[config.mk]
export PLATFORM = sky130hd
export DESIGN_NAME = cpu_sequencer
export DESIGN_NICKNAME = d
export VERILOG_FILES = /design/src/verilog/cpu_pkg.sv /design/src/verilog/cpu_sequencer.sv
export SDC_FILE = /design/constraint.sdc
export NUM_CORES = 1
export LEC_CHECK = 0
export BUFFER_PORTS_ARGS = -buffer_cell sky130_fd_sc_hd__buf_4
export CAP_MARGIN = 20
export CELL_PAD_IN_SITES_DETAIL_PLACEMENT = 0
export CELL_PAD_IN_SITES_GLOBAL_PLACEMENT = 1
export CORE_MARGIN = 1.5
export CORE_UTILIZATION = 34
export CTS_BUF_LIST = sky130_fd_sc_hd__clkbuf_8 sky130_fd_sc_hd__clkbuf_16
export DETAILED_ROUTE_END_ITERATION = 7
export GPL_TIMING_DRIVEN = 0
export PLACE_DENSITY_LB_ADDON = 0.05
export RECOVER_POWER = 25
export SLEW_MARGIN = 30
export SYNTH_ARGS = -nofsm -noshare
export SYNTH_HDL_FRONTEND = slang
export SYNTH_SLANG_ARGS = --single-unit
export TNS_END_PERCENT = 100
[constraint.sdc]
create_clock -name clock -period 2.1 [get_ports clock]
set_input_delay 0.105 -clock clock [delete_from_list [all_inputs] [get_ports clock]]
set_output_delay 0.105 -clock clock [all_outputs]
set_load 0.02 [all_outputs]
[src/verilog/cpu_pkg.sv]
`default_nettype none

package cpu_pkg;

    // Host command codes
    typedef enum logic [2:0] {
        CMD_READ,
        CMD_WRITE,
        CMD_PHA,
        CMD_PHP,
        CMD_PLA,
        CMD_PLP,
        CMD_BRK,
        CMD_NMI
    } cmd_op_t;

    // B and bit 5 exist only on the stack
    typedef struct packed {
        logic n;
        logic v;
        logic d;
        logic i;
        logic z;
        logic c;
    } status_t;

    typedef enum logic [2:0] {
        ADDRLO_CMD,
        ADDRLO_SP,
        ADDRLO_VEC_LO,
        ADDRLO_VEC_HI
    } addr_lo_src_t;

    typedef enum logic [2:0] {
        ADDRHI_CMD,
        ADDRHI_STACK,
        ADDRHI_FF
    } addr_hi_src_t;

    typedef enum logic [2:0] {
        WMEMSRC_CMD,
        WMEMSRC_A,
        WMEMSRC_STATUS_PHP,
        WMEMSRC_STATUS_INT,
        WMEMSRC_PCHI,
        WMEMSRC_PCLO
    } wmem_src_t;

    localparam logic [7:0] STACK_PAGE = 8'h01;
    localparam logic [7:0] SP_RESET = 8'hFD;

    // Exclusive region ends
    localparam logic [15:0] RAM_LIMIT = 16'h2000;
    localparam logic [15:0] PPU_LIMIT = 16'h4000;
    localparam logic [15:0] IO_LIMIT = 16'h4020;
    localparam logic [15:0] CART_BASE = 16'h4020;

endpackage : cpu_pkg

`default_nettype wire

[src/verilog/cpu_sequencer.sv]
`default_nettype none
`timescale 1ns/10ps

module cpu_sequencer (
    input  logic                  clock,
    input  logic                  reset_n,
    input  logic                  req,
    input  cpu_pkg::cmd_op_t      op,
    output logic                  ack,
    output cpu_pkg::addr_lo_src_t addr_lo_sel,
    output cpu_pkg::addr_hi_src_t addr_hi_sel,
    output cpu_pkg::wmem_src_t    wmem_sel,
    output logic                  mem_r_en,
    output logic                  mem_w_en,
    output logic                  a_en,
    output logic                  status_en,
    output logic                  set_i,
    output logic                  sp_en,
    output logic                  sp_dec,
    output logic                  sp_inc,
    output logic [1:0]            pc_byte_en,
    output logic                  nmi_active
);

    typedef enum logic [1:0] {
        S_IDLE,
        S_RUN,
        S_ACK
    } seq_state_t;

    seq_state_t       state;
    logic [2:0]       step;
    logic [2:0]       last_step;
    cpu_pkg::cmd_op_t op_q;

    always_comb begin
        case (op_q)
            cpu_pkg::CMD_READ:                   last_step = 3'd1;
            cpu_pkg::CMD_PLA, cpu_pkg::CMD_PLP:  last_step = 3'd2;
            cpu_pkg::CMD_BRK, cpu_pkg::CMD_NMI:  last_step = 3'd6;
            default:                             last_step = 3'd0;
        endcase
    end

    always_ff @(posedge clock, negedge reset_n) begin
        if (!reset_n) begin
            state <= S_IDLE;
            step <= 3'd0;
            op_q <= cpu_pkg::CMD_READ;
        end
        else begin
            case (state)
                S_IDLE: begin
                    if (req) begin
                        state <= S_RUN;
                        step <= 3'd0;
                        op_q <= op;
                    end
                end
                S_RUN: begin
                    if (step == last_step) begin
                        state <= S_ACK;
                    end
                    else begin
                        step <= step + 3'd1;
                    end
                end
                default: begin
                    // Hold ack until the host lets go
                    if (!req) begin
                        state <= S_IDLE;
                    end
                end
            endcase
        end
    end

    assign ack = (state == S_ACK);
    assign nmi_active = (op_q == cpu_pkg::CMD_NMI);
    assign sp_en = sp_dec || sp_inc;

    // Micro-step table
    always_comb begin
        addr_lo_sel = cpu_pkg::ADDRLO_CMD;
        addr_hi_sel = cpu_pkg::ADDRHI_CMD;
        wmem_sel = cpu_pkg::WMEMSRC_CMD;
        mem_r_en = 1'b0;
        mem_w_en = 1'b0;
        a_en = 1'b0;
        status_en = 1'b0;
        set_i = 1'b0;
        sp_dec = 1'b0;
        sp_inc = 1'b0;
        pc_byte_en = 2'b00;
        if (state == S_RUN) begin
            case (op_q)
                cpu_pkg::CMD_READ: begin
                    mem_r_en = (step == 3'd0);
                    a_en = (step != 3'd0);
                end
                cpu_pkg::CMD_WRITE: begin
                    mem_w_en = 1'b1;
                end
                cpu_pkg::CMD_PHA, cpu_pkg::CMD_PHP: begin
                    addr_lo_sel = cpu_pkg::ADDRLO_SP;
                    addr_hi_sel = cpu_pkg::ADDRHI_STACK;
                    wmem_sel = (op_q == cpu_pkg::CMD_PHA) ? cpu_pkg::WMEMSRC_A
                                                          : cpu_pkg::WMEMSRC_STATUS_PHP;
                    mem_w_en = 1'b1;
                    sp_dec = 1'b1;
                end
                cpu_pkg::CMD_PLA, cpu_pkg::CMD_PLP: begin
                    // Pre-increment, read, then load
                    addr_lo_sel = cpu_pkg::ADDRLO_SP;
                    addr_hi_sel = cpu_pkg::ADDRHI_STACK;
                    sp_inc = (step == 3'd0);
                    mem_r_en = (step == 3'd1);
                    if (step == 3'd2) begin
                        a_en = (op_q == cpu_pkg::CMD_PLA);
                        status_en = (op_q == cpu_pkg::CMD_PLP);
                    end
                end
                default: begin
                    case (step)
                        3'd0, 3'd1, 3'd2: begin
                            addr_lo_sel = cpu_pkg::ADDRLO_SP;
                            addr_hi_sel = cpu_pkg::ADDRHI_STACK;
                            mem_w_en = 1'b1;
                            sp_dec = 1'b1;
                            if (step == 3'd0) begin
                                wmem_sel = cpu_pkg::WMEMSRC_PCHI;
                            end
                            else if (step == 3'd1) begin
                                wmem_sel = cpu_pkg::WMEMSRC_PCLO;
                            end
                            else begin
                                wmem_sel = cpu_pkg::WMEMSRC_STATUS_INT;
                            end
                        end
                        3'd3: begin
                            addr_lo_sel = cpu_pkg::ADDRLO_VEC_LO;
                            addr_hi_sel = cpu_pkg::ADDRHI_FF;
                            mem_r_en = 1'b1;
                        end
                        3'd4: begin
                            // Low vector byte lands while the high one is read
                            pc_byte_en = 2'b01;
                            addr_lo_sel = cpu_pkg::ADDRLO_VEC_HI;
                            addr_hi_sel = cpu_pkg::ADDRHI_FF;
                            mem_r_en = 1'b1;
                        end
                        3'd5: begin
                            pc_byte_en = 2'b10;
                        end
                        default: begin
                            status_en = 1'b1;
                            set_i = 1'b1;
                        end
                    endcase
                end
            endcase
        end
    end

    a_ack_needs_req: assert property (
        @(posedge clock) disable iff (!reset_n) $rose(ack) |-> $past(req)
    ) else $error("ack raised without a pending request");

    a_op_stable: assert property (
        @(posedge clock) disable iff (!reset_n) (state == S_RUN) && req |-> (op == op_q)
    ) else $error("op changed while the request was pending");

endmodule : cpu_sequencer

`default_nettype wire

==> results.sh <==
export IMPL_clkSinkCount=8
export IMPL_post_layout_worst_setup_margin_ns=0.101
export IMPL_clock_insertion_delay_worst_skew_ns=0.23
export IMPL_area_growth_synth_to_final_pct=37.2
export IMPL_tritoncts="yes"
export IMPL_floorplan_die_height_um=51.3
export IMPL_status="completed"
export IMPL_power_per_cell_area_nw_per_um2=1630
export IMPL_ys_async_sr_fraction_pct=100
export IMPL_number_of_filler_instances_in_the_final_layout=238
export IMPL_layout_core_utilization_pct=49.2
export IMPL_routedWlPerCell_um=12.3
export IMPL_final_cell_mix="buf_4 (27), nor2_1 (13), nand2_1 (11)"
export IMPL_synth_enable_flop_cells=0
export IMPL_cap_violations=0
export IMPL_slew_headroom_pct=60.0
export IMPL_dp_final_hpwl_mm=1.57
export IMPL_post_route_drc_count=0
export IMPL_hold_viol_final=0
export IMPL_synthesis_area_um2=793
export IMPL_htree_levels=1
export IMPL_timing_critical_path_to_type="primary output"
export IMPL_route_antenna_remaining_nets=0
export IMPL_initial_antenna_violation_count=0
export IMPL_final_setup_viol_count=0
export IMPL_synthDominantCellAreaShare_pct=25.2
export IMPL_antennaDiodeCount=0
export IMPL_cp_start_kind="flop"
export IMPL_finalSetupTns_ns=0
export IMPL_max_clock_freq_mhz=500
export IMPL_final_cell_count_without_fillers=161
export IMPL_routed_wirelength_mm=1.99
export IMPL_finalWeightedCongestion=0.755
export IMPL_core_region_area_um2=2210
export IMPL_place_worst_setup_slack_ns=0.182
export IMPL_clock_tree_root_cell="clkbuf_8"
export IMPL_globalRouteTotalUtil_pct=16.0
export IMPL_post_synth_num_cell_types=39
export IMPL_synth_ff_latch_count=8
export IMPL_post_synth_main_area_contributors="dfrtp_1 (25%), ha_1 (7.9%), nor2_1 (6.2%)"
export IMPL_yosysTopAreaCell="dfrtp_1"
export IMPL_num_vias=833
export IMPL_post_synth_inst_count=104
export IMPL_critical_path_max_fanout=10
export IMPL_clock_skew_ns=0.00625
export IMPL_synth_warnings=0
export IMPL_static_leakage_power_nw=0.503
export IMPL_die_width_um=51.3
export IMPL_timing_final_crit_share_pct=95.2
export IMPL_final_layout_size_suffix_gt1_share_pct=34.6
export IMPL_die_area_um2=2630
export IMPL_gr_total_overflow=0
export IMPL_placed_cells_incl_taps=157
export IMPL_pin_count=27
export IMPL_clock_path_buffers=2
export IMPL_critPathKind="flop to primary output"
export IMPL_grt_start_max_net_pins=11
export IMPL_grt_pass1_vias=729
export IMPL_vias_per_cell=5.17
export IMPL_timing_hold_worst_class="input pin to flop"
export IMPL_cp_data_required_time_ns=2.00
export IMPL_fp_row_count=17
export IMPL_slew_violations=0
export IMPL_clkTransAtPathRegs_ns=0.04
export IMPL_postCtsSetupBuffers=0
export IMPL_final_stage_net_count=146
export IMPL_fin_crit_ns=2.00
export IMPL_worst_endpoint_arrival_ns=1.89
export IMPL_detailedRoute_firstIterationViolations=11
export IMPL_worst_slew_pin_tran_ns=0.599
export IMPL_synthFlopType="dfrtp_1"
export IMPL_layout_cells_most_common="buf_4"
export IMPL_irDropWorstVdd_uv=733
export IMPL_postSynthAreaPerCell_um2=7.63
export IMPL_setup_repair_after_global_routing_missed_its_margin="yes"
export IMPL_starting_density_of_the_core_pct=35.9
export IMPL_drt_first_pass_iters=4
export IMPL_ys_seq_area_share_pct=25.2
export IMPL_worst_r2r_setup_slack_ns=0.40
export IMPL_numPortBuffers=24
export IMPL_grt_first_pass_wirelength_mm=3.18
export IMPL_cts_buffers=3
[critical path, stage by stage, from the launching register on]
cell	delay, ns
dfrtp_1	0.41
buf_4	0.19
inv_2	0.09
ha_1	0.18
nor3_1	0.06
o21a_2	0.24
a2111oi_1	0.29
buf_4	0.21
[metal layers]
metal,wire (um),global-route usage [%],up-vias
met4,43,6.58,0
li1,-,-,426
met1,937,20.5,377
met2,913,27.7,23
met3,90,1.17,7
met5,0,0,-
[kinds of logic after synthesis]
logic type,after synthesis,share of synthesized area [%]
and+or+nand+nor,48,29.7
AOI/OAI and AO/OA,22,20.0
buffers and inverters,15,9.93
DFF,8,25.2
adders and majority gates,5,7.89
muxes,4,5.68
other,1,0.473
xor gates and xnor gates,1,1.10
[final timing paths]
path | startpoint | endpoint | cells after the start
worst min register to register | op_q[0] | op_q[0] | 1
min in group asynchronous | reset_n | step[2] | 2
worst min-delay path | op[0] | op_q[0] | 2
worst max-delay path | step[0] | wmem_sel[0] | 7
max in group asynchronous | reset_n | state[0] | 2
worst max register to register | op_q[2] | step[2] | 5
[power by group]
part / total, mW / switching, mW / internal (mW) / leakage (nW)
clock network: 0.181 / 0.0567 / 0.124 / 0.0216
registers: 0.285 / 0.0593 / 0.226 / 0.0998
logic: 1.30 / 0.756 / 0.548 / 0.382
total: 1.77 / 0.872 / 0.898 / 0.503
[what timing repair did]
| item | 4_1_cts | 5_1_grt |
|---|---|---|
| setup endpoints to repair | 3 | 4 |
| hold endpoints to repair | 8 | 0 |
| resized for setup | 3 | 8 |
| hold buffers | 1 | 0 |
[Yosys cell counts (2+ instances only)]
master,count
or3_1,2
a21oi_1,3
dfrtp_1,8
mux2_2,4
o21ai_0,4
ha_1,5
buf_2,2
nand2_1,11
nor2_1,13
a31oi_1,2
nand3_1,4
nor3b_1,2
inv_1,4
and3_1,4
nor2b_1,4
clkbuf_1,4
nor3_1,4
buf_4,3
[state kept, by name, indices dropped and copies added, names as in the netlist]
| signal | cells |
|---|---|
| state | 2 |
| op_q | 3 |
| step | 3 |
[stage by stage]
step	power (mW)	cell area (um^2)	hold slack [ns]
6_report	1.77	1090	0.116
5_1_grt	1.93	1090	0.119
2_1_floorplan	1.17	798	-0.191
4_1_cts	1.74	1070	0.116
3_3_place_gp	1.54	1010	-0.0727
3_5_place_dp	1.54	1010	-0.0681
[cell type report]
cell class                      count  area [um^2]  area share (%)
Buffer                             11         68.8            6.32
Multi-Input combinational cell     82          542            49.8
Sequential cell                     8          200            18.4
Timing Repair Buffer               25          186            17.1
Clock buffer                        3         41.3            3.79
Inverter                            4         15.0            1.38
Tap cell                           28         35.0            3.22
Note: power is estimated with default switching activity, not from simulation.
