$ cat src/verilog/cpu_wide_counter_register.sv
`default_nettype none
`timescale 1ns/10ps

module cpu_wide_counter_register #(
    parameter logic [15:0] RESET_VAL = 16'h0000
) (
    input  logic        clock,
    input  logic        reset_n,
    input  logic        inc_en,
    input  logic [1:0]  data_en,
    input  logic [15:0] data_in,
    output logic [15:0] data_out
);

    logic [15:0] loaded;

    // Byte lanes load independently
    always_comb begin
        loaded = data_out;
        if (data_en[0]) begin
            loaded[7:0] = data_in[7:0];
        end
        if (data_en[1]) begin
            loaded[15:8] = data_in[15:8];
        end
    end

    // Increment applies after the load
    always_ff @(posedge clock, negedge reset_n) begin
        if (!reset_n) begin
            data_out <= RESET_VAL;
        end
        else begin
            data_out <= loaded + {15'b0, inc_en};
        end
    end

endmodule : cpu_wide_counter_register

`default_nettype wire

$ cat config.mk
export PLATFORM = sky130hd
export DESIGN_NAME = cpu_wide_counter_register
export DESIGN_NICKNAME = d
export VERILOG_FILES = /design/src/verilog/cpu_wide_counter_register.sv
export SDC_FILE = /design/constraint.sdc
export NUM_CORES = 1
export LEC_CHECK = 0
export BUFFER_PORTS_ARGS = -buffer_cell sky130_fd_sc_hd__buf_4
export CAP_MARGIN = 25
export CORE_MARGIN = 2
export CORE_UTILIZATION = 49
export DETAILED_ROUTE_END_ITERATION = 7
export PLACE_DENSITY = 0.82
export SLEW_MARGIN = 20
export SYNTH_ARGS = -nofsm -noshare
export SYNTH_HDL_FRONTEND = slang
export SYNTH_SLANG_ARGS = --single-unit
$ cat constraint.sdc
create_clock -name clock -period 2.1 [get_ports clock]
set_input_delay 0.63 -clock clock [delete_from_list [all_inputs] [get_ports clock]]
set_output_delay 0.63 -clock clock [all_outputs]
set_load 0.005 [all_outputs]
==> impl_metrics.json, run 1 <==
{
  "min_period_ns": 1.76,
  "area.growth.synth_to_final_pct": 34.1,
  "postCtsSetupRepairBufs": 0,
  "worst_hold_check_path_type": "in -> async",
  "ir_worst_vdd_mv": 0.438,
  "timing.final.setup_violations": 0,
  "drt_first_pass_iters": 3,
  "power.density_nw_per_um2": 623,
  "via_per_inst": 5.67,
  "most_frequent_cells_after_synthesis": "sky130_fd_sc_hd__dfrtp_1 (16), sky130_fd_sc_hd__mux2i_1 (12), sky130_fd_sc_hd__nand3_1 (10), sky130_fd_sc_hd__xor2_1 (8)",
  "antenna_cells": 0,
  "htreeDepth": 1,
  "netSwitchingPower_mw": 0.269,
  "core_area_um2": 2000,
  "pre_cts_ws_ns": 0.0434,
  "post_route_antenna_net_violation_count": 0,
  "antenna_found_initial": 0,
  "swShare_pct": 30.6,
  "layout-drive-gt1-share_pct": 37.3,
  "synth_most_common_cell": "sky130_fd_sc_hd__dfrtp_1",
  "synthCells": 102,
  "ys_seq_elements": 16,
  "cts_tree": "built",
  "ctsHoldBuffers": 0,
  "worst_skew_pair.late_latency_ns": 0.29,
  "grt_first_pass_wirelength_um": 4150,
  "p_leak_nw": 0.603,
  "critPathRequiredTime_ns": 2.27,
  "num_vias": 958,
  "max_cap_viols": 0,
  "cts-resized-gates": 0,
  "maxSlewViolCount": 0,
  "ys_seq_area_share_pct": 38.0,
  "avgRoutedWirePerCell_um": 14.9,
  "final.setup_skew_ns": 0.00178,
  "drtIter0Drc": 16,
  "final_hold_viol_count": 0,
  "design_power_total_mw": 0.879,
  "post-route-cell-area_um2": 1410,
  "total_number_of_clock_tree_sinks": 16,
  "globalRoute.totalOverflow": 0,
  "tritoncts_buffers": 3,
  "regToRegStartpoint": "data_out[0]$_DFF_PN0_",
  "totalWireLength_um": 2510,
  "max_freq_mhz": 567,
  "placement_rows": 16,
  "synth_top_flop_cell": "sky130_fd_sc_hd__dfrtp_1",
  "critical_path.max_fanout": 4,
  "detailed_place.area_um2": 1380,
  "registers.top_by_ff_count": "data_out",
  "first_global_vias": 923,
  "synth.yosys.warnings": 0,
  "critPathKind": "in -> reg",
  "setup_ws_ns": 0.336,
  "worst-endpoint-arrival_ns": 1.94,
  "post_synth_num_cell_types": 23,
  "root_buffer": "sky130_fd_sc_hd__clkbuf_4",
  "intPower_mw": 0.610,
  "power.clock.fraction_pct": 23.5,
  "nets": 167,
  "drt_drc_violations_left": 0,
  "number_of_enable_type_register_cells_in_the_synthesized_netlist": 0,
  "status": "completed",
  "critical_path.endpoint_type": "flip-flop",
  "die_y_um": 50.3,
  "grt_util_all_layers_pct": 22.0,
  "setup_repair_after_global_routing_missed_its_margin": "no",
  "gp_routability_congestion": 0.749,
  "synth.area.top_cells": "sky130_fd_sc_hd__dfrtp_1 (38%), sky130_fd_sc_hd__mux2i_1 (11%), sky130_fd_sc_hd__xor2_1 (6.7%), sky130_fd_sc_hd__xnor2_1 (5.0%), sky130_fd_sc_hd__nand3_1 (4.8%)",
  "placement.io_buffers": 36,
  "netlist.area_leader.share_pct": 38.0,
  "syn-num-nets": 126,
  "number_of_flip_flops_under_the_largest_register_name": 16,
  "seqPwrFrac_pct": 45.6,
  "ys_async_sr_fraction_pct": 100,
  "crit_path_start": "data_en[0]",
  "grt_start_max_net_pins": 17,
  "floorplan_die_area_um2": 2530,
  "hpwlAfterDp_um": 1980,
  "synthDominantAreaCellType": "sky130_fd_sc_hd__dfrtp_1",
  "cts_buffer_depth": 2,
  "synthesis.area_um2": 1050,
  "syn_area_per_cell_um2": 10.3,
  "top_regs": "data_out x16",
  "pin_count": 37,
  "worst_setup_hold_path_clk_slew_ns": 0.10,
  "dieWidth_um": 50.3,
  "worst_pin_slew_ns": 0.423,
  "period_share_pct": 84.0,
  "maxSlewHeadroom_pct": 71.0,
  "floorplan.initialDensity_pct": 52.6,
  "fin_setup_tns_ns": 0,
  "comb_power_share_pct": 30.9,
  "critical_path_startpoint_category": "input pin"
}
[critical path, cell delays in order]
cell and delay (ns):
sky130_fd_sc_hd__buf_4 0.12, sky130_fd_sc_hd__mux2_2 0.23, sky130_fd_sc_hd__ha_2 0.22, sky130_fd_sc_hd__ha_4 0.16, sky130_fd_sc_hd__inv_1 0.06, sky130_fd_sc_hd__a21oi_2 0.20
sky130_fd_sc_hd__nand3_1 0.13, sky130_fd_sc_hd__xor2_1 0.18
[placed cells by master (no fill, tap or decap)]
cell type                  Yosys  final
sky130_fd_sc_hd__nand3_1      10     10
sky130_fd_sc_hd__ha_4          0      1
sky130_fd_sc_hd__mux2i_1      12     12
sky130_fd_sc_hd__a22oi_2       1      1
sky130_fd_sc_hd__nand3_2       1      1
sky130_fd_sc_hd__xor2_1        8      8
sky130_fd_sc_hd__a32o_1        1      1
sky130_fd_sc_hd__nand4b_1      4      4
sky130_fd_sc_hd__a211oi_1      3      2
sky130_fd_sc_hd__nor2b_1       1      1
sky130_fd_sc_hd__inv_1         2      2
sky130_fd_sc_hd__mux2_2        3      3
sky130_fd_sc_hd__buf_4         1     40
sky130_fd_sc_hd__dfrtp_1      16     16
sky130_fd_sc_hd__ha_1          3      1
sky130_fd_sc_hd__xnor2_1       6      6
sky130_fd_sc_hd__a21oi_2       0      1
sky130_fd_sc_hd__nand4_1       6      6
sky130_fd_sc_hd__clkbuf_4      0      3
sky130_fd_sc_hd__a22oi_1       2      2
sky130_fd_sc_hd__clkbuf_8      0      1
sky130_fd_sc_hd__ha_2          0      1
sky130_fd_sc_hd__a211oi_2      0      1
sky130_fd_sc_hd__a21oi_1       7      6
sky130_fd_sc_hd__nand3b_1      4      4
sky130_fd_sc_hd__o21ai_0       1      1
sky130_fd_sc_hd__nand2_1       7      7
[cell type report]
| class | instances | area [um^2] |
|---|---|---|
| multi-input cells | 80 | 633 |
| flip-flops and latches | 16 | 400 |
| repair buffers | 40 | 300 |
| inverters | 2 | 7.51 |
| clock buffers | 4 | 36.3 |
| well taps | 27 | 33.8 |
| fillers | 167 | 591 |
[metal layers]
metal  GRT usage (%)  wire length (um)  up-vias
met5               0                 0        -
met1            25.5              1030      466
met3            3.27               129        5
met2            39.5              1300       28
met4            10.8                53        0
li1                -                 -      459
[power groups by stage]
stage / clock network, mW / logic [mW] / registers [mW]
finish: 0.206 / 0.272 / 0.401
global route: 0.233 / 0.298 / 0.409
CTS: 0.212 / 0.273 / 0.402
detailed placement: 0 / 0.273 / 0.407
global placement: 0 / 0.266 / 0.403
floorplan: 0 / 0.132 / 0.401
[through the flow]
| step | utilization (%) | hold WS, ns | cells |
|---|---|---|---|
| final | 70.5 | 0.180 | 169 |
| after global routing | 70.5 | 0.171 | 169 |
| after CTS | 70.5 | 0.180 | 169 |
| after detailed placement | 68.7 | 0.501 | 165 |
| after global placement | 68.7 | 0.503 | 165 |
| after floorplan | - | 0.334 | 102 |
[path summary, 6_finish.rpt]
check	to	slack, ns	cells after the start
worst max register to register	data_out[12]$_DFF_PN0_	0.47	7
max in group asynchronous	data_out[3]$_DFF_PN0_	1.73	1
min in group clock	data_out[0]$_DFF_PN0_	0.59	2
worst min register to register	data_out[15]$_DFF_PN0_	0.64	2
worst min-delay path	data_out[10]$_DFF_PN0_	0.18	1
worst max-delay path	data_out[12]$_DFF_PN0_	0.34	8
[cell families after synthesis]
group / after synthesis / synth area share [%]
fa+ha+maj: 3 / 3.57
buf+inv: 6 / 4.04
compound gates: 15 / 9.51
xor+xnor: 14 / 11.7
simple gates: 33 / 18.6
flops: 16 / 38.0
mux: 15 / 14.6
No activity file was read; power rests on OpenSTA's default activity.
==> inputs of run 2 (changes only) <==
Clock period 2.1 ns to 1.8 ns, I/O delays scaled along.
==> run 2 against run 1 <==
Effect of this change:
- cell area grew 1.3%
- largest cell class unchanged
- total power grew 18%
- via count grew 2.2%
==> impl_metrics.json, run 2 (same netlist as run 1, synthesis figures left out) <==
{
  "status": "completed",
  "antenna_cells": 0,
  "commonest_cells_after_routing_fill_and_taps_aside": "sky130_fd_sc_hd__buf_4 (40), sky130_fd_sc_hd__dfrtp_1 (16), sky130_fd_sc_hd__mux2i_1 (12), sky130_fd_sc_hd__nand3_1 (10), sky130_fd_sc_hd__xor2_1 (8)",
  "drt_drc_violations_left": 0,
  "multi_input_comb_area_um2": 652,
  "grt_util_all_layers_pct": 21.8,
  "num_vias": 979,
  "totalWireLength_um": 2490,
  "gp_routability_congestion": 0.852,
  "dieWidth_um": 50.3,
  "postCtsSetupRepairBufs": 0,
  "hpwlAfterDp_um": 2030,
  "worst_skew_pair.late_latency_ns": 0.29,
  "final.setup_skew_ns": 0.00699,
  "grt_first_pass_wirelength_um": 4210,
  "timing.final.setup_violations": 0,
  "registers.top_by_ff_count": "data_out",
  "pre_cts_ws_ns": -0.117,
  "cts_tree": "built",
  "core_area_um2": 2000,
  "worst_pin_slew_ns": 0.442,
  "worst_hold_check_path_type": "in -> async",
  "comb_power_share_pct": 31.5,
  "antenna_found_initial": 0,
  "worst_setup_hold_path_clk_slew_ns": 0.10,
  "placement_rows": 16,
  "pin_count": 37,
  "fin_setup_tns_ns": 0,
  "nets": 167,
  "tritoncts_buffers": 3,
  "swShare_pct": 30.6,
  "top_regs": "data_out x16",
  "htreeDepth": 1,
  "setup_ws_ns": 0.191,
  "grt_start_max_net_pins": 17,
  "placement.io_buffers": 36,
  "drt_first_pass_iters": 4,
  "avgRoutedWirePerCell_um": 14.7,
  "total_number_of_clock_tree_sinks": 16,
  "floorplan.initialDensity_pct": 52.6,
  "critical_path_startpoint_category": "input pin",
  "power.clock.fraction_pct": 23.4,
  "period_share_pct": 89.4,
  "max_freq_mhz": 622,
  "fillers": 162,
  "finish.cell_count_without_fillers": 169,
  "globalRoute.totalOverflow": 0,
  "intPower_mw": 0.717,
  "root_buffer": "sky130_fd_sc_hd__clkbuf_4",
  "seq_area_um2": 400,
  "dp.cells": 165,
  "max_cap_viols": 0,
  "seqPwrFrac_pct": 45.1,
  "hold-worst-slack_ns": 0.0839,
  "p_leak_nw": 0.610,
  "layout_commonest_cell": "sky130_fd_sc_hd__buf_4",
  "number_of_flip_flops_under_the_largest_register_name": 16,
  "worst-endpoint-arrival_ns": 1.79,
  "post_route_antenna_net_violation_count": 0,
  "ctsHoldBuffers": 0,
  "critPathRequiredTime_ns": 1.98,
  "drtIter0Drc": 23,
  "area.growth.synth_to_final_pct": 35.9,
  "first_global_vias": 965,
  "ir_worst_vdd_mv": 0.712,
  "maxSlewViolCount": 0,
  "maxSlewHeadroom_pct": 69.7,
  "min_period_ns": 1.61,
  "layout-drive-gt1-share_pct": 38.7,
  "die_y_um": 50.3,
  "via_per_inst": 5.79,
  "floorplan_die_area_um2": 2530,
  "cts-resized-gates": 0,
  "critPathKind": "in -> reg",
  "power.density_nw_per_um2": 722,
  "critical_path.max_fanout": 6,
  "final_hold_viol_count": 0,
  "cts_buffer_depth": 2,
  "critical_path.endpoint_type": "flip-flop",
  "setup_repair_after_global_routing_missed_its_margin": "no",
  "netSwitchingPower_mw": 0.316
}
run 2: layout make-up:
type                    instances  area share [%]
clock buffers                   4            2.54
repair buffers                 40            21.0
multi-input cells              80            45.6
flip-flops and latches         16            28.0
well taps                      27            2.36
inverters                       2           0.525
run 2: worst paths after layout:
kind / start / endpoint / slack, ns / cells past startpoint
worst max-delay path: data_en[0] / data_out[13]$_DFF_PN0_ / 0.19 / 7
worst min-delay path: reset_n / data_out[14]$_DFF_PN0_ / 0.08 / 1
worst max register to register: data_out[0]$_DFF_PN0_ / data_out[13]$_DFF_PN0_ / 0.27 / 6
worst min register to register: data_out[15]$_DFF_PN0_ / data_out[15]$_DFF_PN0_ / 0.61 / 2
max in group asynchronous: reset_n / data_out[1]$_DFF_PN0_ / 1.53 / 1
min in group clock: inc_en / data_out[0]$_DFF_PN0_ / 0.50 / 2
run 2: worst max-delay path, cell delays in order:
cell                      delay, ns
sky130_fd_sc_hd__buf_4         0.13
sky130_fd_sc_hd__mux2_4        0.22
sky130_fd_sc_hd__ha_1          0.16
sky130_fd_sc_hd__nand4_1       0.11
sky130_fd_sc_hd__a22oi_2       0.27
sky130_fd_sc_hd__nand4_1       0.18
sky130_fd_sc_hd__xor2_1        0.18
run 2: routing by layer:
metal / up-vias / global-route usage (%) / wire length (um)
met5: - / 0 / 0
met4: 0 / 8.11 / 44
met3: 5 / 2.68 / 172
li1: 460 / - / -
met1: 465 / 26.7 / 971
met2: 49 / 39.0 / 1300
run 2: per-stage QoR:
step | total power [mW] | instance area (um^2) | util, %
floorplan | 0.633 | 1110 | -
global placement | 0.790 | 1390 | 69.6
detailed placement | 0.801 | 1390 | 69.6
CTS | 1.04 | 1430 | 71.4
global route | 1.10 | 1430 | 71.4
finish | 1.03 | 1430 | 71.4
run 2: power groups by stage:
stage | logic [mW] | registers [mW] | clock network, mW
floorplan | 0.165 | 0.468 | 0
global placement | 0.320 | 0.470 | 0
detailed placement | 0.328 | 0.473 | 0
CTS | 0.329 | 0.466 | 0.247
global route | 0.358 | 0.475 | 0.268
finish | 0.325 | 0.466 | 0.241
