==> src/verilog/cpu_pkg.sv <==
`default_nettype none

package cpu_pkg;

    // Host command codes
    typedef enum logic [2:0] {
        CMD_READ,
        CMD_WRITE,
        CMD_PHA,
        CMD_PHP,
        CMD_PLA,
        CMD_PLP,
        CMD_BRK,
        CMD_NMI
    } cmd_op_t;

    // B and bit 5 exist only on the stack
    typedef struct packed {
        logic n;
        logic v;
        logic d;
        logic i;
        logic z;
        logic c;
    } status_t;

    typedef enum logic [2:0] {
        ADDRLO_CMD,
        ADDRLO_SP,
        ADDRLO_VEC_LO,
        ADDRLO_VEC_HI
    } addr_lo_src_t;

    typedef enum logic [2:0] {
        ADDRHI_CMD,
        ADDRHI_STACK,
        ADDRHI_FF
    } addr_hi_src_t;

    typedef enum logic [2:0] {
        WMEMSRC_CMD,
        WMEMSRC_A,
        WMEMSRC_STATUS_PHP,
        WMEMSRC_STATUS_INT,
        WMEMSRC_PCHI,
        WMEMSRC_PCLO
    } wmem_src_t;

    localparam logic [7:0] STACK_PAGE = 8'h01;
    localparam logic [7:0] SP_RESET = 8'hFD;

    // Exclusive region ends
    localparam logic [15:0] RAM_LIMIT = 16'h2000;
    localparam logic [15:0] PPU_LIMIT = 16'h4000;
    localparam logic [15:0] IO_LIMIT = 16'h4020;
    localparam logic [15:0] CART_BASE = 16'h4020;

endpackage : cpu_pkg

`default_nettype wire

==> src/verilog/mem_inputs.sv <==
`default_nettype none
`timescale 1ns/10ps

module mem_inputs (
    input  cpu_pkg::addr_lo_src_t addr_lo_sel,
    input  cpu_pkg::addr_hi_src_t addr_hi_sel,
    input  cpu_pkg::wmem_src_t    wmem_sel,
    input  logic [15:0]           cmd_addr,
    input  logic [7:0]            cmd_wdata,
    input  logic [7:0]            a_reg,
    input  logic [7:0]            sp,
    input  logic [15:0]           pc,
    input  cpu_pkg::status_t      status,
    input  logic                  nmi_active,
    input  logic                  sp_dec,
    input  logic                  sp_inc,
    output logic [15:0]           mem_addr,
    output logic [7:0]            mem_wdata,
    output logic [7:0]            sp_next
);

    always_comb begin
        case (addr_lo_sel)
            cpu_pkg::ADDRLO_SP:     mem_addr[7:0] = sp;
            cpu_pkg::ADDRLO_VEC_LO: mem_addr[7:0] = nmi_active ? 8'hFA : 8'hFE;
            cpu_pkg::ADDRLO_VEC_HI: mem_addr[7:0] = nmi_active ? 8'hFB : 8'hFF;
            default:                mem_addr[7:0] = cmd_addr[7:0];
        endcase
    end

    always_comb begin
        case (addr_hi_sel)
            cpu_pkg::ADDRHI_STACK: mem_addr[15:8] = cpu_pkg::STACK_PAGE;
            cpu_pkg::ADDRHI_FF:    mem_addr[15:8] = 8'hFF;
            default:               mem_addr[15:8] = cmd_addr[15:8];
        endcase
    end

    // Pushed status is NV1BDIZC
    always_comb begin
        case (wmem_sel)
            cpu_pkg::WMEMSRC_A: begin
                mem_wdata = a_reg;
            end
            cpu_pkg::WMEMSRC_STATUS_PHP: begin
                mem_wdata = {status.n, status.v, 1'b1, 1'b1,
                             status.d, status.i, status.z, status.c};
            end
            cpu_pkg::WMEMSRC_STATUS_INT: begin
                // B clear only for a hardware interrupt
                mem_wdata = {status.n, status.v, 1'b1, !nmi_active,
                             status.d, status.i, status.z, status.c};
            end
            cpu_pkg::WMEMSRC_PCHI: begin
                mem_wdata = pc[15:8];
            end
            cpu_pkg::WMEMSRC_PCLO: begin
                mem_wdata = pc[7:0];
            end
            default: begin
                mem_wdata = cmd_wdata;
            end
        endcase
    end

    // Stack pointer wraps within page one
    always_comb begin
        sp_next = sp;
        if (sp_dec) begin
            sp_next = sp - 8'd1;
        end
        else if (sp_inc) begin
            sp_next = sp + 8'd1;
        end
    end

    a_sp_one_direction: assert #0 (!(sp_dec && sp_inc))
        else $error("stack pointer moved both ways at once");

endmodule : mem_inputs

`default_nettype wire

==> config.mk <==
export PLATFORM = sky130hd
export DESIGN_NAME = mem_inputs
export DESIGN_NICKNAME = d
export VERILOG_FILES = /design/src/verilog/cpu_pkg.sv /design/src/verilog/mem_inputs.sv
export SDC_FILE = /design/constraint.sdc
export NUM_CORES = 1
export LEC_CHECK = 0
export BUFFER_PORTS_ARGS = -buffer_cell sky130_fd_sc_hd__buf_2
export CAP_MARGIN = 15
export CELL_PAD_IN_SITES_DETAIL_PLACEMENT = 0
export CELL_PAD_IN_SITES_GLOBAL_PLACEMENT = 1
export CORE_UTILIZATION = 18
export DETAILED_ROUTE_END_ITERATION = 10
export GPL_TIMING_DRIVEN = 0
export PLACE_DENSITY = 0.77
export SYNTH_ARGS = -nofsm -noshare
export SYNTH_HDL_FRONTEND = slang
export SYNTH_SLANG_ARGS = --single-unit
==> constraint.sdc <==
create_clock -name vclk -period 1.4
set_input_delay 0.14 -clock vclk [all_inputs]
set_output_delay 0.14 -clock vclk [all_outputs]
set_load 0.005 [all_outputs]
==> results.md, run 1 <==
* Status: complete, but fails checks
* Failing checks: setup timing
* Gpl congestion at between 0.7 and 0.8
* Leakage at slightly below 0.0009 uW
* Synth warn at 0
* Seq/Total Area, Yosys at 0
* Syn-to-layout area delta at 94.80%
* Total wire length at between 3000 and 4000 um
* Commonest non-fill, non-tap cell in the layout: buf_2
* GRT Overall Usage at 0.1282
* Critical path cell sequence: buf_8 -> or4b_4 -> or4_4 -> o22ai_4 -> xor2_1 -> buf_2
* Core Util, Final at 0.3650
* Routed wire per std cell at between 10 and 15 um
* Fmax at about 0.57 GHz
* Initial Utilization at 0.1874
* Crit-path leading delay family: simple AND/OR/NAND/NOR gates
* CP Class: in -> out
* Max-slew headroom at 0.6960
* Critical path origin: sp[2]
* Number of global-route vias before repair at approximately 1,200
* Iteration-0 DRC Markers at between 50 and 60
* Pin count of the biggest net entering global routing at 11
* Seq Cell Count at 0
* Setup-failing EPs final at 3
* Synth cell types at 38
* Fin nets at 335
* Synth Cell Area at roughly 890 um^2
* Max-cap violations at 0
* Crit share post-route at 1.260
* DIE WIDTH at a little over 70 um
* # placed instances at about 320
* Final Hold Viols at 0
* Final antenna-violating net count at 0
* Die height at 72.35 um
* CP Data Required Time at 1.26 ns
* Initial antenna violation count at 0
* Remaining Overflow, GRT at 0
* Routed via count at around 1,500
* Mapped Nets at between 200 and 250
* DRC Markers at 0
* RSZ-0062 raised after global routing: yes
* Finished Layout Cells at roughly 320
* Total area of sequential cells at 0 um^2
* Most frequent cells in the layout: 98 x buf_2, 30 x nor2_1, 15 x a21oi_1, 9 x inv_1, 8 x o22ai_1
* Fin crit period at ~1.8 ns
* Layout cells sized above 1 at 0.5352
* Core Region at around 0.0048 mm^2
* Gate count after technology mapping at 147
* Top cell type's share of synthesized area at 0.1475
* Yosys top cell by area: nor2_1
* Tightest Pin Transition at around 0.45 ns
* Io pins at around 110
* Pwr Total at around 580 uW
* Synth Area per Inst at ~6.1 um^2
* Die Area at 0.005235 mm^2
* Startpoint Class: primary input
* First-pass GRT wire length at around 5600 um
* Via/cell ratio at around 4.6
* Drt first pass iters at 4
* Slew Viols, Final at 0
* CP Data Arrival Time at 1.62 ns
* Clock buffer count at 0
* Worst path slowest cell: or4b_4
* Worst path bufs/invs at 2
* Worst hold path cell count at 3
* Slowest stage delay, CP at about 0.53 ns
* Peak supply drop at ~0.00011 V
* CP Capture Type: output port
* Min setup slack post-route at -0.3643 ns
* # diodes at 0
* IO Port Bufs at 101
* Top fanout value on the critical path at 2
* Power density over the cells at around 330 mW/mm^2
* Hold EP: mem_addr[8]
* Hold Path Class: in -> out
* Synth area leaders: nor2_1 15%, a21oi_1 10%, mux2i_1 6.7%
* Hpwl dp at between 3000 and 4000 um
* Hold_sp: cmd_addr[8]
* FP Rows at 25
report_power, final:
group | leakage [uW] | internal, uW | switching (uW)
logic | 0.000884 | 309 | 271
clock network | 0 | 0 | 0
registers | 0 | 0 | 0
area by class of cell:
type,instances,area [um^2]
Fill cell,553,3019
Multi-Input combinational cell,129,922.1
Timing Repair Buffer,110,630.6
Tap cell,67,83.83
Buffer,7,58.81
Inverter,10,40.04
cell usage after synthesis, types with 2 or more instances:
cell type / number
a21oi_1: 18
a221oi_1: 6
a2bb2oi_1: 5
clkbuf_1: 5
ha_1: 3
inv_1: 10
mux2i_1: 6
nand2_1: 6
nand2b_1: 5
nor2_1: 35
nor2b_1: 2
o21ai_0: 4
o22a_1: 3
o22ai_1: 9
xnor2_1: 4
xor2_1: 4
tightest hold or removal path, cell delays in order:
cell      delay [ns]
buf_2           0.07
o21bai_1        0.08
buf_2           0.10
layer usage:
metal,track usage,share of wire
met4,0.006536,0.0053
met3,0.006944,0.039
met1,0.1849,0.45
met5,0,0
met2,0.2191,0.50
how the worst max path moves through the flow:
stage                 end  slack [ns]  depth (start not counted)
6_report       sp_next[7]       -0.36                          6
5_1_grt        sp_next[7]       -0.40                          6
4_1_cts        sp_next[7]       -0.37                          6
3_5_place_dp   sp_next[7]       -0.41                          6
3_3_place_gp   sp_next[7]       -0.41                          6
2_1_floorplan  sp_next[7]       -0.12                          5
stage by stage:
step | setup TNS, ns | hold slack [ns] | worst slack [ns] | area [um^2]
after global placement | -3.152 | 0.5406 | -0.4118 | 1491
final | -0.4835 | 0.5365 | -0.3643 | 1735
after global routing | -0.7571 | 0.5667 | -0.3970 | 1735
after detailed placement | -3.263 | 0.5386 | -0.4129 | 1491
after floorplan | -0.1235 | 0.3313 | -0.1235 | 902.1
after CTS | -0.5663 | 0.5415 | -0.3718 | 1608
timing repair:
item	in CTS	in global routing
hold buffers	0	0
gates resized for setup	20	28
setup buffers	5	3
pin swaps	3	6
cloned	0	1
endpoints found under the setup margin	11	19
cells by family (layout without fill, tap and decap cells):
family,Yosys count,count (layout),share of synthesized area
compound gates,54,54,0.4115
xor+xnor,8,8,0.07864
buf+inv,18,127,0.08567
simple gates,58,58,0.3146
fa+ha+maj,3,3,0.04214
mux,6,6,0.06742
Power figures use the tool's default switching activity.
==> inputs of run 2 (changes only) <==
BUFFER_PORTS_ARGS = -buffer_cell sky130_fd_sc_hd__buf_4   (was -buffer_cell sky130_fd_sc_hd__buf_2)
MAX_ROUTING_LAYER = met4   (was unset)
PLACE_DENSITY = 0.85   (was 0.77)
==> run 2 against run 1 <==
Against the previous run: the flow still finishes with violations (setup timing); final cell count shrank 0.93%; routed wire length is essentially flat; global-route usage is 1.6 points higher; total power is 15% higher; first-iteration DRC count fell by 42%; sequential cell count unchanged; hold slack better by 0.015 ns; count of clock-buffer cells in the layout stayed put; critical path type unchanged; largest power group unchanged.
==> results.md, run 2 (synthesis results as in run 1) <==
* DRC Markers at 0 (unchanged)
* Seq Cell Count at 0 (unchanged)
* Remaining Overflow, GRT at 0 (unchanged)
* Max-slew headroom at 0.7049 (was 0.6960)
* Worst path slowest cell: or4b_4 (unchanged)
* Failing checks: setup timing (unchanged)
* Power density over the cells at 342.0 mW/mm^2 (was 334.2 mW/mm^2)
* Clock buffer count at 0 (unchanged)
* Worst path bufs/invs at 2 (unchanged)
* Layout cells sized above 1 at 0.5178 (was 0.5352)
* Most frequent cells in the layout: 102 x buf_4, 33 x nor2_1, 17 x a21oi_1, 9 x inv_1, 9 x o22ai_1 (was 98 x buf_2, 30 x nor2_1, 15 x a21oi_1, 9 x inv_1, 8 x o22ai_1)
* # placed instances at 315 (unchanged)
* DIE WIDTH at 72.35 um (unchanged)
* Fin nets at 332 (was 335)
* Core Util, Final at 0.4105 (was 0.3650)
* Finished Layout Cells at 320 (was 323)
* Worst hold path cell count at 3 (unchanged)
* Total wire length at 3967 um (was 3965 um)
* Hold EP: mem_addr[8] (unchanged)
* Fillers at 515 (was 553)
* Core Region at 0.004755 mm^2 (unchanged)
* First-pass GRT wire length at 6216 um (was 5589 um)
* Io pins at 106 (unchanged)
* Syn-to-layout area delta at 119.1% (was 94.80%)
* GRT Overall Usage at 0.1446 (was 0.1282)
* Top fanout value on the critical path at 2 (unchanged)
* IO Port Bufs at 101 (unchanged)
* Tightest Pin Transition at 0.4410 ns (was 0.4542 ns)
* Min setup slack post-route at -0.3560 ns (was -0.3643 ns)
* Die Area at 0.005235 mm^2 (unchanged)
* Startpoint Class: primary input (unchanged)
* Initial Utilization at 0.1874 (unchanged)
* Final Hold Viols at 0 (unchanged)
* CP Capture Type: output port (unchanged)
* Total area of sequential cells at 0 um^2 (unchanged)
* Fin crit period at 1.756 ns (was 1.764 ns)
* Gpl congestion at 0.7525 (was 0.7621)
* Hold_sp: cmd_addr[8] (unchanged)
* CP Data Required Time at 1.26 ns (about the same)
* Slowest stage delay, CP at 0.53 ns (about the same)
* Hold Path Class: in -> out (unchanged)
* Leakage at 0.0009498 uW (was 0.0008841 uW)
* Via/cell ratio at 4.516 (was 4.585)
* Setup-failing EPs final at 3 (unchanged)
* Die height at 72.35 um (unchanged)
* Crit-path leading delay family: simple AND/OR/NAND/NOR gates (unchanged)
* Peak supply drop at 0.0001207 V (was 0.0001069 V)
* CP Data Arrival Time at 1.62 ns (about the same)
* CP Class: in -> out (unchanged)
* Commonest non-fill, non-tap cell in the layout: buf_4 (was buf_2)
* Slew Viols, Final at 0 (unchanged)
* Initial antenna violation count at 0 (unchanged)
* RSZ-0062 raised after global routing: yes (unchanged)
* Drt first pass iters at 4 (unchanged)
* Routed wire per std cell at 12.40 um (was 12.28 um)
* Routed via count at 1,445 (was 1,481)
* Max-cap violations at 0 (unchanged)
* Number of global-route vias before repair at 1,308 (was 1,194)
* Status: complete, but fails checks (unchanged)
* Hpwl dp at 3228 um (was 3157 um)
* CTS Hold Bufs at 0 (unchanged)
* Critical path cell sequence: buf_8 -> or4b_4 -> or4_4 -> o22ai_4 -> xor2_1 -> buf_4 (was buf_8 -> or4b_4 -> or4_4 -> o22ai_4 -> xor2_1 -> buf_2)
* Final antenna-violating net count at 0 (unchanged)
* FP Rows at 25 (unchanged)
* Pin count of the biggest net entering global routing at 11 (unchanged)
* # diodes at 0 (unchanged)
* Crit share post-route at 1.254 (was 1.260)
* Fmax at 0.5695 GHz (was 0.5668 GHz)
* Iteration-0 DRC Markers at 31 (was 53)
==> run 2: cell types whose count changed in the layout (fill, tap and decap cells not counted), moves of 2 or more <==
cell / before / now
a21oi_1: 15 / 17
buf_2: 98 / 0
a221oi_2: 2 / 5
buf_12: 2 / 0
nor2_2: 4 / 0
a21oi_2: 3 / 1
a221oi_1: 4 / 1
nor2_1: 30 / 33
buf_4: 6 / 102
==> run 2: where the power goes <==
| group | internal (uW) | switching, uW |
|---|---|---|
| clock | 0 | 0 |
| sequential | 0 | 0 |
| combinational | 396 | 272 |
| total | 396 | 272 |
==> run 2: repair_timing <==
item | CTS | global route
setup endpoints to repair | 13 | 17
buffers inserted | 4 | 1
gates resized for setup | 17 | 25
gates cloned | 1 | 0
pin swaps | 4 | 4
==> run 2: worst max path at each step <==
stage | depth (start not counted) | from | slack (ns) | to
after floorplan | 5 | sp_dec | -0.12 | sp_next[7]
after global placement | 6 | sp[2] | -0.43 | sp_next[7]
after detailed placement | 6 | sp[2] | -0.40 | sp_next[7]
after CTS | 6 | sp[2] | -0.37 | sp_next[7]
after global routing | 6 | sp[2] | -0.43 | sp_next[7]
final | 6 | sp[2] | -0.36 | sp_next[7]
==> run 2: area by class of cell <==
type                       instances  area, um^2  share of cell area
multi-input combinational        129       937.1              0.4801
timing repair buffer             107       829.5              0.4250
tap                               67       83.83             0.04295
buffer                             7       61.31             0.03141
inverter                          10       40.04             0.02051
==> run 2: routing by layer <==
layer  routed length [um]  vias up  GRT usage
li1                     -      754          -
met1                 1775      654     0.2073
met2                 2034       37     0.2347
met3                  157        0   0.009722
met4                    0        0   0.002179
met5                    0        -          -
==> run 2: through the flow <==
step	setup slack [ns]	instance area [um^2]	hold slack [ns]	power, uW	TNS (ns)
after floorplan	-0.1235	902.1	0.3313	243.6	-0.1235
after global placement	-0.4325	1744	0.5447	592.6	-2.978
after detailed placement	-0.4001	1744	0.5466	596.2	-3.106
after CTS	-0.3684	1844	0.5503	632.6	-0.5904
after global routing	-0.4258	1952	0.5784	731.9	-1.031
final	-0.3560	1952	0.5519	667.6	-0.7876
==> run 2: worst min-delay path, delay by kind of cell <==
| kind | cells | cell delay, ns |
|---|---|---|
| AO/OA/AOI/OAI | 1 | 0.09 |
| buffers and inverters | 2 | 0.18 |
