### config.mk
export PLATFORM = sky130hd
export DESIGN_NAME = cpu_register
export DESIGN_NICKNAME = d
export VERILOG_FILES = /design/src/verilog/cpu_register.sv
export SDC_FILE = /design/constraint.sdc
export NUM_CORES = 1
export LEC_CHECK = 0
export ABC_AREA = 1
export BUFFER_PORTS_ARGS = -buffer_cell sky130_fd_sc_hd__buf_2
export CAP_MARGIN = 40
export CORE_AREA = 2 2 39 41
export CTS_CLUSTER_SIZE = 12
export DETAILED_ROUTE_END_ITERATION = 7
export DIE_AREA = 0 0 41 43
export GPL_TIMING_DRIVEN = 0
export PLACE_DENSITY_LB_ADDON = 0.12
export SYNTH_ARGS = -nofsm -noshare
export SYNTH_HDL_FRONTEND = slang
export SYNTH_SLANG_ARGS = --single-unit
### constraint.sdc
create_clock -name clock -period 0.9 [get_ports clock]
set_clock_uncertainty 0.2 [all_clocks]
set_input_delay 0.135 -clock clock [delete_from_list [all_inputs] [get_ports clock]]
set_output_delay 0.135 -clock clock [all_outputs]
set_load 0.01 [all_outputs]
### src/verilog/cpu_register.sv
`default_nettype none
`timescale 1ns/10ps

module cpu_register #(
    parameter type payload_t = logic [7:0],
    parameter payload_t RESET_VAL = '0
) (
    input  logic     clock,
    input  logic     reset_n,
    input  logic     data_en,
    input  payload_t data_in,
    output payload_t data_out
);

    always_ff @(posedge clock, negedge reset_n) begin
        if (!reset_n) begin
            data_out <= RESET_VAL;
        end
        else if (data_en) begin
            data_out <= data_in;
        end
    end

endmodule : cpu_register

`default_nettype wire

==> results of run 1 <==
layer usage:
metal | routed length (um) | global-route usage, % | vias up
met1 | 271 | 10.26 | 121
met4 | 0 | 4.000 | 0
met3 | 80 | 7.853 | 0
met2 | 304 | 12.19 | 13
li1 | - | - | 145
met5 | 0 | 0 | -
cell usage in the layout, fill, tap and decap left out:
cell type / count
dlygate4sd3_1: 1
buf_4: 1
dfrtp_1: 8
buf_2: 17
inv_2: 1
buf_6: 1
nand2_1: 24
clkbuf_4: 3
Yosys cell counts, drive strengths merged:
library cell	count
inv	1
nand2	24
buf	1
dfrtp	8
through the flow:
stage	setup TNS [ns]	instance area, um2
after floorplan	0	305.3
after global placement	0	410.4
after detailed placement	0	410.4
after CTS	-1.661	450.4
after global routing	-1.850	450.4
final	-1.539	450.4
cell families (layout without fill, tap and decap cells):
family / after synthesis / in the layout / synth area share, %
buffers and inverters: 2 / 24 / 4.917
and+or+nand+nor: 24 / 24 / 29.51
DFF: 8 / 8 / 65.57
where the power goes:
group	internal [mW]	total, mW	switching [mW]	leakage (nW)
logic	0.0614	0.128	0.0670	0.159
registers	0.392	0.407	0.0146	0.0974
clock network	0.152	0.268	0.116	0.0138
worst min path at each step:
stage                from     endpoint  slack, ns  depth (start not counted)
2_1_floorplan     reset_n  data_out[0]      -0.36                          0
3_3_place_gp      reset_n  data_out[5]      -0.21                          1
3_5_place_dp      reset_n  data_out[5]      -0.21                          1
4_1_cts        data_in[6]  data_out[6]      -0.13                          3
5_1_grt        data_in[2]  data_out[2]       -0.1                          3
6_report       data_in[6]  data_out[6]      -0.12                          3
repair_timing:
action,CTS,global route
hold endpoints to repair,16,8
pin swaps,0,0
buffers inserted,1,0
setup endpoints to repair,8,9
final cells by class:
class	count	area [um2]	area share, %
sequential	8	200.2	44.44
timing repair buffer	19	102.6	22.78
multi-input combinational	24	90.09	20.00
clock buffer	3	22.52	5.000
tap	16	20.02	4.444
buffer	1	11.26	2.500
inverter	1	3.754	0.8333
==> run_results.csv, run 1 <==
group,metric,value,unit
run_status,outcome,"complete, but fails checks",
run_status,violations,"hold timing, setup timing",
cts,insertion_delay,0.25,ns
die,die-height,43,um
critical_path,reg2reg_to,"data_out[5]",
layout,syn2layout_area_growth,47.54,%
die,fp.dieW,41,um
layout,fillCellCount,163,
placement,place_congestion,0.5798,
timing,timing.hold.ws,-0.1219,ns
hold_path,hold_path.class,"in -> reg",
layout,largest_reg_flops,8,
timing,maxSlewViolCount,0,
critical_path,cp_num_buf_inv,1,
cts,clk_pin_slew,0.05,ns
route,ant_nets,0,
cts,cts_resized,0,
layout,top_register,"data_out",
timing,worst_slack,-0.1979,ns
logic_synthesis,netlist_area,305.3,um2
cts,ctsHoldBuffers,1,
layout,utilization,32.55,%
die,rows,14,
layout,fin_cells,72,
logic_synthesis,synthDistinctLibCells,4,
layout,drive_gt1_share,41.07,%
timing,rsz0062_at_grt,"true",
logic_synthesis,yosysTopAreaCell,"dfrtp_1",
pwr,power_density,1783,mW/mm2
global_routing,grt_pass1_wl,1.035,mm
critical_path,crit_slowest_cell,"dfrtp_1",
timing,fin_crit_sh,122.0,%
placement,dp.cells,67,
cts,clock_path_buffers,2,
cts,root_buffer,"clkbuf_4",
logic_synthesis,synth_top_area_share,65.57,%
critical_path,endpoint,"data_out[1]",
placement,io_buffers,17,
logic_synthesis,synth_warnings,0,
critical_path,cp-start-kind,"register",
critical_path,critical_path_class,"reg -> out",
global_routing,grt_max_degree,10,
logic_synthesis,ys_seq_area_share,65.57,%
pwr,total_power,0.8030,mW
global_routing,gr-total-overflow,0,
logic_synthesis,postSynthAreaPerCell,8.979,um2
critical_path,worst_ep_arrival_time,0.76,ns
critical_path,path_depth,1,
route,drt_wl_total,656,um
cts,numCtsBuffers,3,
timing,hold_viol,8,
route,via_per_inst,3.875,
cts,cts.sinks,8,
global_routing,track_usage,9.220,%
logic_synthesis,synth_nets,45,
run,max_cap_viol_count,0,
timing,finalCriticalPeriod,1.098,ns
layout,fin_nets,69,
logic_synthesis,synth_area_leaders,"dfrtp_1 (66%), nand2_1 (30%), buf_6 (3.7%), inv_2 (1.2%)",
die,core_area,0.001384,mm2
pwr,p_leak,0.2698,nW
pwr,ir_worst_vdd,0.0007854,V
placement,detailedPlace.worstSlack,0.06302,ns
critical_path,rrSetupSlack,0,ns
global_routing,grt_pass1_vias,279,
route,drtIter0Drc,7,
critical_path,worst_setup_path_end_kind,"output port",
timing,tightest_slew,0.1772,ns
critical_path,cp_max_fo,2,
cts,cts_htree_levels,1,
die,die_area,0.001763,mm2
route,num_vias,279,
critical_path,cp_top_family,"flip-flops",
route,dr.pass1.iters,3,
global_routing,antenna_found_initial,0,
timing,fmax,910.8,MHz
logic_synthesis,synth_cells,34,
layout,reg.largest.list,"data_out (8)",
cts,cts_tree,"built",
critical_path,worstReg2RegStart,"data_out[5]",
die,pin_count,19,
die,initial_core_util,22.06,%
route,routedWlPerCell,9.111,um
layout,diodes,0,
route,drcViolationCount,0,
critical_path,crit_start,"data_out[1]",
critical_path,slowest_delay,0.37,ns
critical_path,crit_chain,"buf_2",
timing,relSlewSlack,88.19,%
logic_synthesis,synth-seq-cells,8,
critical_path,rr_worst_depth,3,
timing,finalSetupViolations,8,
critical_path,worstPathRequired,0.56,ns
No activity file was read; power rests on OpenSTA's default activity.
==> inputs of run 2 (changes only) <==
--- a/config.mk
+++ b/config.mk
@@ -13,7 +13,7 @@
 export DETAILED_ROUTE_END_ITERATION = 7
 export DIE_AREA = 0 0 41 43
 export GPL_TIMING_DRIVEN = 0
-export PLACE_DENSITY_LB_ADDON = 0.12
+export PLACE_DENSITY = 0.5
 export SYNTH_ARGS = -nofsm -noshare
 export SYNTH_HDL_FRONTEND = slang
 export SYNTH_SLANG_ARGS = --single-unit
==> constraint.sdc (replaced) <==
create_clock -name clock -period 0.9 [get_ports clock]
set_clock_uncertainty 0.2 [all_clocks]
set_input_delay 0.09 -clock clock [delete_from_list [all_inputs] [get_ports clock]]
set_output_delay 0.09 -clock clock [all_outputs]
set_load 0.01 [all_outputs]
==> run 2 against run 1 <==
The flow still finishes with violations (hold timing, setup timing). Final cell count is 6.9% higher. Clock power is 2% lower. Combinational power is 35% higher. Global-route usage is 0.12 points lower. Wire length is 14% higher. Setup slack better by 0.036 ns. Largest power group unchanged. Final area is 19% higher. Highest routed layer unchanged. Largest cell class unchanged.
==> run_results.csv, run 2 (synthesized netlist as in run 1, its figures left out) <==
group,metric,value,unit
die,initial_core_util,22.06,%
timing,fin_crit_sh,118.0,%
global_routing,grt_max_degree,10,
layout,multi_input_area,97.59,um2
route,drcViolationCount,0,
layout,top_register,"data_out",
placement,io_buffers,17,
layout,utilization,38.79,%
layout,drive_gt1_share,39.34,%
cts,cts.sinks,8,
die,die_area,0.001763,mm2
route,dr.pass1.iters,1,
cts,cts_tree,"built",
cts,numCtsBuffers,3,
critical_path,rrSetupSlack,-0.02,ns
die,rows,14,
critical_path,worst_ep_arrival_time,0.77,ns
layout,fin_nets,74,
run_status,violations,"hold timing, setup timing",
layout,final_common_cell,"nand2_1",
cts,insertion_delay,0.25,ns
layout,syn2layout_area_growth,75.82,%
timing,finalSetupViolations,9,
timing,fmax,941.7,MHz
layout,diodes,0,
critical_path,critical_path_class,"reg -> out",
global_routing,grt_pass1_vias,291,
placement,detailedPlace.worstSlack,0.1118,ns
placement,post-dp-hpwl,489.6,um
pwr,total_power,0.8442,mW
route,routedWlPerCell,9.740,um
critical_path,crit_slowest_cell,"dfrtp_1",
timing,rsz0062_at_grt,"true",
global_routing,antenna_found_initial,0,
pwr,power_density,1573,mW/mm2
layout,seqCellArea,200.2,um2
global_routing,grt_pass1_wl,1.041,mm
global_routing,track_usage,9.100,%
critical_path,worstPathRequired,0.61,ns
die,core_area,0.001384,mm2
hold_path,hold_path.class,"in -> reg",
timing,tightest_slew,0.1804,ns
pwr,ir_worst_vdd,0.0004256,V
timing,worst_slack,-0.1619,ns
timing,finalCriticalPeriod,1.062,ns
layout,most-common-layout-cells,"nand2_1 (21), buf_2 (12), dfrtp_1 (8), dlygate4sd3_1 (8), buf_6 (4)",
timing,setup_tns,-1.188,ns
layout,largest_reg_flops,8,
global_routing,gr-total-overflow,0,
layout,fin_cells,77,
cts,ctsHoldBuffers,8,
cts,root_buffer,"clkbuf_4",
die,pin_count,19,
critical_path,cp_num_buf_inv,1,
route,via_per_inst,4.013,
layout,reg.largest.list,"data_out (8)",
route,drt_wl_total,750,um
cts,clock_path_buffers,2,
placement,dp.cells,67,
pwr,p_leak,0.2985,nW
run,max_cap_viol_count,0,
cts,cts_htree_levels,1,
route,drtIter0Drc,0,
critical_path,crit_chain,"buf_2",
critical_path,cp-start-kind,"register",
layout,fillCellCount,154,
timing,relSlewSlack,87.97,%
die,die-height,43,um
critical_path,cp_top_family,"flip-flops",
timing,timing.hold.ws,-0.1490,ns
timing,maxSlewViolCount,0,
route,ant_nets,0,
route,num_vias,309,
critical_path,slowest_delay,0.38,ns
die,fp.dieW,41,um
cts,clk_pin_slew,0.05,ns
placement,place_congestion,0.5270,
run_status,outcome,"complete, but fails checks",
critical_path,cp_max_fo,2,
timing,hold_viol,8,
critical_path,worst_setup_path_end_kind,"output port",
[run 2: stage by stage]
step           instance area, um2  hold slack, ns
2_1_floorplan               305.3         -0.4056
3_3_place_gp                410.4         -0.2575
3_5_place_dp                410.4         -0.2552
4_1_cts                     520.5         -0.1540
6_report                    536.8         -0.1490
5_1_grt                     536.8         -0.1275
[run 2: metal layers]
| metal | global-route usage [%] | wire, um |
|---|---|---|
| met5 | 0 | 0 |
| met4 | 10.00 | 0 |
| met3 | 1.571 | 59 |
| met2 | 13.44 | 350 |
| met1 | 9.539 | 341 |
[run 2: layout make-up]
type	count	share of cell area, %
inverter	1	0.6993
tap	16	3.730
sequential	8	37.30
buffer	1	2.098
clock buffer	3	4.196
timing repair buffer	24	33.80
multi-input combinational	24	18.18
[run 2: power by group]
group | total [mW] | internal (mW) | switching, mW | leakage [nW]
registers | 0.409 | 0.392 | 0.0163 | 0.0974
logic | 0.173 | 0.0958 | 0.0768 | 0.187
clock network | 0.263 | 0.152 | 0.111 | 0.0138
total | 0.844 | 0.640 | 0.204 | 0.298
[run 2: repair_timing]
action	4_1_cts	5_1_grt
endpoints found under the hold margin	16	8
setup endpoints to repair	8	14
resized for setup	0	6
buffers inserted	1	2
pin swaps	0	1
[run 2: final timing paths]
path / from / cells after the start / endpoint
setup / recovery: data_out[0] / 1 / data_out[0]
hold / removal: data_in[7] / 3 / data_out[7]
setup reg to reg: data_out[3] / 3 / data_out[3]
hold reg to reg: data_out[7] / 2 / data_out[7]
max in group asynchronous: reset_n / 2 / data_out[2]
min in group asynchronous: reset_n / 2 / data_out[3]
==> inputs of run 3 (changes only) <==
--- a/config.mk
+++ b/config.mk
@@ -8,10 +8,10 @@
 export ABC_AREA = 1
 export BUFFER_PORTS_ARGS = -buffer_cell sky130_fd_sc_hd__buf_2
 export CAP_MARGIN = 40
-export CORE_AREA = 2 2 39 41
+export CORE_AREA = 5 5 42 44
 export CTS_CLUSTER_SIZE = 12
 export DETAILED_ROUTE_END_ITERATION = 7
-export DIE_AREA = 0 0 41 43
+export DIE_AREA = 0 0 47 49
 export GPL_TIMING_DRIVEN = 0
 export PLACE_DENSITY = 0.5
 export SYNTH_ARGS = -nofsm -noshare
==> constraint.sdc (replaced) <==
create_clock -name clock -period 1.3 [get_ports clock]
set_clock_uncertainty 0.2 [all_clocks]
set_input_delay 0.13 -clock clock [delete_from_list [all_inputs] [get_ports clock]]
set_output_delay 0.13 -clock clock [all_outputs]
set_load 0.01 [all_outputs]
==> run 3 against run 2 <==
The flow now finishes without violations. Combinational power shrank 38%. Sequential power shrank 31%. Global-route usage shrank 1.1 points. Highest routed layer unchanged.
==> run_results.csv, run 3 (synthesized netlist as in run 1, its figures left out) <==
group,metric,value,unit
global_routing,gr-total-overflow,0,
route,routedWlPerCell,9.925,um
placement,place_congestion,0.5756,
route,drtIter0Drc,2,
timing,fin_crit_sh,85.01,%
timing,tightest_slew,0.1834,ns
layout,drive_gt1_share,34.38,%
timing,hold_viol,0,
layout,largest_reg_flops,8,
die,core_area,0.001401,mm2
timing,rsz0062_at_grt,"false",
critical_path,cp_top_family,"flip-flops",
cts,root_buffer,"clkbuf_4",
die,initial_core_util,21.79,%
die,fp.dieW,47,um
critical_path,cp_max_fo,2,
critical_path,slowest_delay,0.38,ns
pwr,p_leak,0.3024,nW
layout,most-common-layout-cells,"nand2_1 (24), buf_2 (17), dlygate4sd3_1 (10), dfrtp_1 (8), clkbuf_4 (3)",
pwr,ir_worst_vdd,0.0005457,V
global_routing,grt_pass1_wl,1.262,mm
die,rows,14,
cts,clock_path_buffers,2,
route,ant_nets,0,
layout,fin_nets,77,
run,max_cap_viol_count,0,
layout,top_register,"data_out",
critical_path,rrSetupSlack,0.51,ns
hold_path,hold_path.class,"in -> async",
route,drcViolationCount,0,
cts,cts_htree_levels,1,
timing,finalCriticalPeriod,1.105,ns
critical_path,cp-start-kind,"register",
cts,post_cts_buffers,0,
critical_path,cp_num_buf_inv,1,
cts,cts.sinks,8,
critical_path,crit_chain,"buf_2",
global_routing,antenna_found_initial,0,
placement,io_buffers,17,
critical_path,worst_ep_arrival_time,0.78,ns
cts,cts_resized,0,
critical_path,critical_path_class,"reg -> out",
timing,fmax,904.9,MHz
timing,relSlewSlack,87.77,%
critical_path,worstReg2RegStart,"data_out[3]",
layout,diodes,0,
layout,final_common_cell,"nand2_1",
timing,setup_tns,0,ns
die,die-height,49,um
layout,reg.largest.list,"data_out (8)",
placement,post-dp-hpwl,529.1,um
route,drt_wl_total,794,um
critical_path,rr_worst_depth,2,
cts,numCtsBuffers,3,
global_routing,grt_max_degree,10,
critical_path,worst_setup_path_end_kind,"output port",
cts,ctsHoldBuffers,10,
critical_path,worstPathRequired,0.97,ns
critical_path,crit_slowest_cell,"dfrtp_1",
die,pin_count,19,
route,dr.pass1.iters,4,
timing,finalSetupViolations,0,
pwr,power_density,1087,mW/mm2
placement,place_area,410.4,um2
run_status,outcome,"finished clean",
global_routing,grt_pass1_vias,297,
timing,maxSlewViolCount,0,
cts,cts_tree,"built",
die,die_area,0.002303,mm2
layout,stdcell_area,533.0,um2
route,via_per_inst,4.038,
cts,insertion_delay,0.25,ns
global_routing,track_usage,7.966,%
layout,syn2layout_area_growth,74.59,%
route,num_vias,323,
cts,clk_pin_slew,0.05,ns
critical_path,reg2reg_to,"data_out[3]",
run 3: cell count changes in the layout (fill, tap and decap cells not counted), sizes merged:
cell	change
dlygate4sd3	+2
buf	+1
run 3: metrics by stage:
stage                     std cells  hold WS (ns)  setup WS [ns]  util (%)  power [mW]
after floorplan                  34       -0.3656         0.4848         -      0.3253
after CTS                        80       0.04737         0.1843     38.04      0.5905
after global routing             80       0.08241         0.1521     38.04      0.6228
after global placement           67       -0.2167         0.4686     29.29      0.3707
after detailed placement         67       -0.2160         0.4724     29.29      0.3720
final                            80       0.06470         0.1949     38.04      0.5794
run 3: worst max path at each step:
stage,slack (ns),cells past startpoint,from,endpoint
5_1_grt,0.15,1,data_out[3],data_out[3]
2_1_floorplan,0.48,2,data_out[0],data_out[0]
6_report,0.19,1,data_out[3],data_out[3]
4_1_cts,0.18,1,data_out[3],data_out[3]
3_3_place_gp,0.47,1,data_out[3],data_out[3]
3_5_place_dp,0.47,1,data_out[0],data_out[0]
run 3: metal layers:
metal | wire length [um] | GRT usage [%]
met5 | 0 | 0
met2 | 368 | 10.63
met3 | 101 | 6.642
met4 | 0 | 1.382
met1 | 325 | 9.977
run 3: final cells by class:
class | count | area, um2
tap | 16 | 20.02
sequential | 8 | 200.2
clock buffer | 3 | 22.52
timing repair buffer | 27 | 185.2
inverter | 1 | 3.754
fill | 159 | 868.3
multi-input combinational | 24 | 90.09
buffer | 1 | 11.26
run 3: report_power, final:
| part | total, mW | switching [mW] | internal (mW) | leakage (nW) |
|---|---|---|---|---|
| Sequential | 0.282 | 0.0106 | 0.271 | 0.0974 |
| Combinational | 0.107 | 0.0498 | 0.0569 | 0.191 |
| Clock | 0.191 | 0.0852 | 0.106 | 0.0138 |
